$ cat src/source/AesTypes.sv
`default_nettype none

// Shared data types of the AES-128 encryption pipeline
package AesTypes;

    // One byte of state or key
    typedef logic [7:0] byte_t;

    // One column of the state, or one key word
    typedef byte_t [0:3] word_t;

    // Sixteen bytes in column-major order, byte 0 is the MSB
    typedef byte_t [0:15] block_t;

    // Cipher key, laid out like a block
    typedef byte_t [0:15] key_t;

    // Bundle passed from one pipeline stage to the next
    typedef struct packed {
        logic   valid;
        block_t state;
        key_t   roundKey;   // Last round key applied to state
    } stage_t;

endpackage

`default_nettype wire
$ cat src/source/AesTables.sv
`default_nettype none

// Constant tables and round functions of AES-128 encryption
package AesTables;

    import AesTypes::*;

    //********************************************************************
    // Tables
    //********************************************************************

    // Forward S-box, indexed by the input byte
    localparam byte_t SBOX [256] = '{
        8'h63, 8'h7c, 8'h77, 8'h7b, 8'hf2, 8'h6b, 8'h6f, 8'hc5,
        8'h30, 8'h01, 8'h67, 8'h2b, 8'hfe, 8'hd7, 8'hab, 8'h76,
        8'hca, 8'h82, 8'hc9, 8'h7d, 8'hfa, 8'h59, 8'h47, 8'hf0,
        8'had, 8'hd4, 8'ha2, 8'haf, 8'h9c, 8'ha4, 8'h72, 8'hc0,
        8'hb7, 8'hfd, 8'h93, 8'h26, 8'h36, 8'h3f, 8'hf7, 8'hcc,
        8'h34, 8'ha5, 8'he5, 8'hf1, 8'h71, 8'hd8, 8'h31, 8'h15,
        8'h04, 8'hc7, 8'h23, 8'hc3, 8'h18, 8'h96, 8'h05, 8'h9a,
        8'h07, 8'h12, 8'h80, 8'he2, 8'heb, 8'h27, 8'hb2, 8'h75,
        8'h09, 8'h83, 8'h2c, 8'h1a, 8'h1b, 8'h6e, 8'h5a, 8'ha0,
        8'h52, 8'h3b, 8'hd6, 8'hb3, 8'h29, 8'he3, 8'h2f, 8'h84,
        8'h53, 8'hd1, 8'h00, 8'hed, 8'h20, 8'hfc, 8'hb1, 8'h5b,
        8'h6a, 8'hcb, 8'hbe, 8'h39, 8'h4a, 8'h4c, 8'h58, 8'hcf,
        8'hd0, 8'hef, 8'haa, 8'hfb, 8'h43, 8'h4d, 8'h33, 8'h85,
        8'h45, 8'hf9, 8'h02, 8'h7f, 8'h50, 8'h3c, 8'h9f, 8'ha8,
        8'h51, 8'ha3, 8'h40, 8'h8f, 8'h92, 8'h9d, 8'h38, 8'hf5,
        8'hbc, 8'hb6, 8'hda, 8'h21, 8'h10, 8'hff, 8'hf3, 8'hd2,
        8'hcd, 8'h0c, 8'h13, 8'hec, 8'h5f, 8'h97, 8'h44, 8'h17,
        8'hc4, 8'ha7, 8'h7e, 8'h3d, 8'h64, 8'h5d, 8'h19, 8'h73,
        8'h60, 8'h81, 8'h4f, 8'hdc, 8'h22, 8'h2a, 8'h90, 8'h88,
        8'h46, 8'hee, 8'hb8, 8'h14, 8'hde, 8'h5e, 8'h0b, 8'hdb,
        8'he0, 8'h32, 8'h3a, 8'h0a, 8'h49, 8'h06, 8'h24, 8'h5c,
        8'hc2, 8'hd3, 8'hac, 8'h62, 8'h91, 8'h95, 8'he4, 8'h79,
        8'he7, 8'hc8, 8'h37, 8'h6d, 8'h8d, 8'hd5, 8'h4e, 8'ha9,
        8'h6c, 8'h56, 8'hf4, 8'hea, 8'h65, 8'h7a, 8'hae, 8'h08,
        8'hba, 8'h78, 8'h25, 8'h2e, 8'h1c, 8'ha6, 8'hb4, 8'hc6,
        8'he8, 8'hdd, 8'h74, 8'h1f, 8'h4b, 8'hbd, 8'h8b, 8'h8a,
        8'h70, 8'h3e, 8'hb5, 8'h66, 8'h48, 8'h03, 8'hf6, 8'h0e,
        8'h61, 8'h35, 8'h57, 8'hb9, 8'h86, 8'hc1, 8'h1d, 8'h9e,
        8'he1, 8'hf8, 8'h98, 8'h11, 8'h69, 8'hd9, 8'h8e, 8'h94,
        8'h9b, 8'h1e, 8'h87, 8'he9, 8'hce, 8'h55, 8'h28, 8'hdf,
        8'h8c, 8'ha1, 8'h89, 8'h0d, 8'hbf, 8'he6, 8'h42, 8'h68,
        8'h41, 8'h99, 8'h2d, 8'h0f, 8'hb0, 8'h54, 8'hbb, 8'h16
    };

    // Round constants, one per key-schedule step
    localparam byte_t RCON [1:10] = '{
        8'h01, 8'h02, 8'h04, 8'h08, 8'h10,
        8'h20, 8'h40, 8'h80, 8'h1b, 8'h36
    };

    //********************************************************************
    // Word operations of the key schedule
    //********************************************************************

    // Cyclic left rotation by one byte
    function automatic word_t rotWord(input word_t w);
        return {w[1], w[2], w[3], w[0]};
    endfunction

    // S-box on each byte of a word
    function automatic word_t subWord(input word_t w);
        word_t r;
        for (int i = 0; i < 4; i++)
            r[i] = SBOX[w[i]];
        return r;
    endfunction

    // Next round key from the previous one
    function automatic key_t keyStep(input key_t prevKey, input int round);
        key_t  nextKey;
        word_t t;
        // Core on the last word
        t = subWord(rotWord(prevKey[12 +: 4]));
        t[0] = t[0] ^ RCON[round];
        nextKey[0 +: 4] = prevKey[0 +: 4] ^ t;
        // Chain through the remaining words
        for (int w = 1; w < 4; w++)
            nextKey[4*w +: 4] = prevKey[4*w +: 4] ^ nextKey[4*(w-1) +: 4];
        return nextKey;
    endfunction

    //********************************************************************
    // Block operations of the cipher rounds
    //********************************************************************

    function automatic block_t subBytes(input block_t s);
        block_t r;
        for (int i = 0; i < 16; i++)
            r[i] = SBOX[s[i]];
        return r;
    endfunction

    // Row r moves left by r columns
    function automatic block_t shiftRows(input block_t s);
        block_t r;
        for (int c = 0; c < 4; c++)
            for (int row = 0; row < 4; row++)
                r[4*c + row] = s[4*((c + row) % 4) + row];
        return r;
    endfunction

    // Multiply by x in GF(2^8)
    function automatic byte_t xTime(input byte_t b);
        return {b[6:0], 1'b0} ^ (b[7] ? 8'h1b : 8'h00);
    endfunction

    function automatic block_t mixColumns(input block_t s);
        block_t r;
        byte_t  a0, a1, a2, a3;
        for (int c = 0; c < 4; c++)
        begin
            a0 = s[4*c];
            a1 = s[4*c + 1];
            a2 = s[4*c + 2];
            a3 = s[4*c + 3];
            // Fixed matrix 02 03 01 01, rotated per row
            r[4*c]     = xTime(a0) ^ xTime(a1) ^ a1 ^ a2 ^ a3;
            r[4*c + 1] = a0 ^ xTime(a1) ^ xTime(a2) ^ a2 ^ a3;
            r[4*c + 2] = a0 ^ a1 ^ xTime(a2) ^ xTime(a3) ^ a3;
            r[4*c + 3] = xTime(a0) ^ a0 ^ a1 ^ a2 ^ xTime(a3);
        end
        return r;
    endfunction

    function automatic block_t addRoundKey(input block_t s, input key_t k);
        return s ^ k;
    endfunction

endpackage

`default_nettype wire

$ cat src/source/AesInitialRound.sv
`default_nettype none
`timescale 1ns/10ps

// Pipeline feeder
// Whitens the plaintext with the cipher key and starts the key chain
module AesInitialRound
    import AesTypes::*;
    import AesTables::*;
(
    input  logic   clock,
    input  logic   rst,
    input  logic   inValid,
    input  block_t plaintext,
    input  key_t   key,
    output stage_t stageOut
);

    // Round 0 result
    block_t whitened;

    assign whitened = addRoundKey(plaintext, key);

    //********************************************************************
    // Stage register
    //********************************************************************

    always_ff @(posedge clock)
    begin
        // Payload
        stageOut.state    <= whitened;
        // Cipher key doubles as the round-0 key
        stageOut.roundKey <= key;

        // Bubbles enter when inValid is low
        if (rst)
            stageOut.valid <= 1'b0;
        else
            stageOut.valid <= inValid;
    end

endmodule

`default_nettype wire

$ cat config.mk
export PLATFORM = sky130hd
export DESIGN_NAME = AesInitialRound
export DESIGN_NICKNAME = d
export VERILOG_FILES = /design/src/source/AesTypes.sv /design/src/source/AesTables.sv /design/src/source/AesInitialRound.sv
export SDC_FILE = /design/constraint.sdc
export NUM_CORES = 1
export LEC_CHECK = 0
export ABC_AREA = 1
export BUFFER_PORTS_ARGS = -buffer_cell sky130_fd_sc_hd__buf_4
export CELL_PAD_IN_SITES_DETAIL_PLACEMENT = 1
export CELL_PAD_IN_SITES_GLOBAL_PLACEMENT = 1
export CORE_AREA = 2 2 199 201
export DETAILED_ROUTE_END_ITERATION = 10
export DIE_AREA = 0 0 201 203
export GPL_ROUTABILITY_DRIVEN = 0
export PLACE_DENSITY_LB_ADDON = 0.1
export SLEW_MARGIN = 30
export SYNTH_ARGS = -nofsm -noshare
export SYNTH_HDL_FRONTEND = slang
export SYNTH_SLANG_ARGS = --single-unit
$ cat constraint.sdc
create_clock -name clock -period 0.8 [get_ports clock]
set_clock_uncertainty 0.15 [all_clocks]
set_input_delay 0.04 -clock clock [delete_from_list [all_inputs] [get_ports clock]]
set_output_delay 0.04 -clock clock [all_outputs]
set_load 0.02 [all_outputs]
# ---- Yosys cells after proc, flatten, opt, wreduce, memory -nomap -nowiden
# Cells that the tools add are included.
dict set report totals {
  reg_bits 257
  output_inout_bits 257
  word_cells 34
}
dict set report op_classes {
  bitwise 1
}
# cell count
set ops {}
lappend ops {{$xor 128x128->128} 1}

# ---- Logic depth before layout (Yosys ltp)
dict set report logic_depth {
  ltp_word 1
  mapped_depth 3
  mapped_depth_nobuf 3
}

# ---- Worst setup path after synthesis
# Ideal clock, no wire load.
dict set report synth_timing {
  path_type {flip-flop to output port}
  from {register stageOut[0] in the netlist's numbering}
  to {output port stageOut[0] in the netlist's numbering}
  arrival_ns 0.395
  t_required_ns 0.610
  path_slack_ns 0.215
  path_stages_with_launch 1
  path_buffers 0
  path_cell_list {dfxtp_1}
}
# element line_no
set synth_lines {}
lappend synth_lines {{from (decl)} AesInitialRound.sv:15} ;# output stage_t stageOut
# No word-level cell between the ends.

# ---- Worst setup path after layout
dict set report layout_timing {
  from {register stageOut[200] in the netlist's numbering}
  to {output port stageOut[200] in the netlist's numbering}
}
# No word-level cell between the ends.

==> impl_metrics.ini <==
[final_layout]
postLayoutCoreUtil_pct = 44.1
seqCellArea_um2 = 5470
drive_above_1_share_pct = 47.3
nNetsFinal = 1963
top_register = stageOut
layout_common_cells = nand2_1, dlygate4sd3_1, buf_4
largest_register_ff_count = 257
multi_input_area_um2 = 1450
num-fill-cells = 4425
fin_cells = 2247
top_regs = stageOut x257
area_delta_synth_final_pct = 125
final_common_cell = nand2_1

[sta]
rsz0062_at_grt = true
layout_setup_ws_ps = -451
slew_headroom_pct = 87.4
min_period_ps = 1250
tightest_slew_ps = 188
finalHoldViolations = 7
fmax_ghz = 0.800
setup_violations = 257
slew_violations = 0
period_share_pct = 156
fin_hold_ws_ps = -8.80

[logic_synthesis]
ys_seq_elements = 257
synth_seq_area_share_pct = 68.1
ys_warn_count = 0
synthCells = 899
synthTopCellsByArea = dfxtp_1, nand2_1, inv_1
syn_nets = 1158
synth_area_um2 = 7550
synthDistinctLibCells = 4
synth.top_cell.area_share_pct = 68.1
yosys.area.top_type = dfxtp_1
syn_avg_cell_area_um2 = 8.40

[global_route]
grt_use_total_pct = 15.8
grt_overflow = 0
antenna_found_initial = 1
grt_pass1_vias = 9281
grt_pass1_wl_mm = 50.5
grt_max_degree = 15

[clock_network]
cts_tree = done
htreeDepth = 1
cts_buffers = 30
clkTransAtPathRegs_ps = 60
cts_root_buffer = clkbuf_16
clockBufferDepth = 3
postCtsHoldBufs = 258
cts_sinks = 257

[flow_run]
max-cap-violations = 0

[floorplanning]
ios = 516
die_area_um2 = 40800
die_x_um = 201
fp-row-count = 72
coreArea_um2 = 38500
initial_core_util_pct = 19.6
die_y_um = 203

[routing]
ant_nets = 0
vias_per_cell = 3.63
drt-pass1-iter-count = 4
drt-initial-drc-count = 142
via_count = 8154
wl_per_cell_um = 14.7
wirelength_mm = 32.9
remaining_drc_errors = 0

[power]
power_density_nw_per_um2 = 2040
total_leakage_power_nw = 9.04
ir_drop_v = 0.00156

[critical_path]
path_depth = 1
critPathArrivalTime_ps = 1060
path_max_fanout = 1
crit_path_cell_trace = buf_6
cp.required_ps = 610
end_kind = output port
endpoint = stageOut[200]
path_buf_inv = 1
cp-start-kind = flip-flop
startpoint = stageOut[200]
cp_slowest_stage_delay_ps = 380
slowest_stage = dfxtp_4
crit_type = reg2out
crit_family = flip-flops

[worst_hold_path]
hold_path.class = in2reg
min_from = key[81]

[run_status]
status = finished, violations left
violations = negative hold slack, negative setup slack

[placed_design]
pre_cts_ws_ps = -50.5
hpwl_mm = 24.4
portBuffers = 515
placed_cells = 1932
## routing by layer
metal	vias to the layer above	global-route usage, %	share of wire (%)
li1	4084	-	-
met4	0	5.87	3.2
met5	-	0	0
met1	3696	15.3	35
met3	57	5.68	8.8
met2	317	30.5	54
## Yosys cell counts (all sizes together)
library cell / number
dfxtp: 257
inv: 257
nand2: 384
nor2: 1
## layout make-up
cell class	instances	area share, %
timing repair buffer	773	43.7
sequential	257	32.3
multi-input combinational	385	8.52
inverter	257	5.69
clock buffer	48	5.30
tap	518	3.82
clock inverter	8	0.708
antenna	1	0.0147
## timing repair
item / in CTS / in global routing
hold endpoints to repair: 257 / 44
pin swaps: 0 / 0
gates resized for setup: 517 / 0
setup endpoints to repair: 257 / 257
buffers inserted: 0 / 0
## logic make-up after synthesis
group                  after synthesis  share of synthesized area [%]
buffers and inverters              257                           12.8
and+or+nand+nor                    385                           19.1
DFF                                257                           68.1
## where the power goes
group / leakage [nW] / total, mW / internal, mW / switching [mW]
sequential: 2.18 / 14.3 / 13.8 / 0.414
combinational: 6.37 / 6.27 / 3.50 / 2.77
clock: 0.493 / 14.1 / 8.62 / 5.51
## worst min-delay path by stage
stage                     slack (ps)             to  cells after the start
after global placement            10   stageOut[61]                      1
after floorplan                  -80    stageOut[0]                      0
after CTS                        -50   stageOut[23]                      2
after global routing             -40  stageOut[119]                      2
final                             -9   stageOut[81]                      2
after detailed placement          10   stageOut[23]                      1
## through the flow
| step | setup TNS (ps) | power, mW | instance area [µm²] |
|---|---|---|---|
| global placement | -70.7 | 18.8 | 12100 |
| global route | -109600 | 36.3 | 17000 |
| detailed placement | -66.2 | 18.9 | 12100 |
| finish | -97940 | 34.7 | 17000 |
| CTS | -108520 | 35.2 | 17000 |
| floorplan | 0 | 15.9 | 7550 |
(Power assumes the default switching activity.)
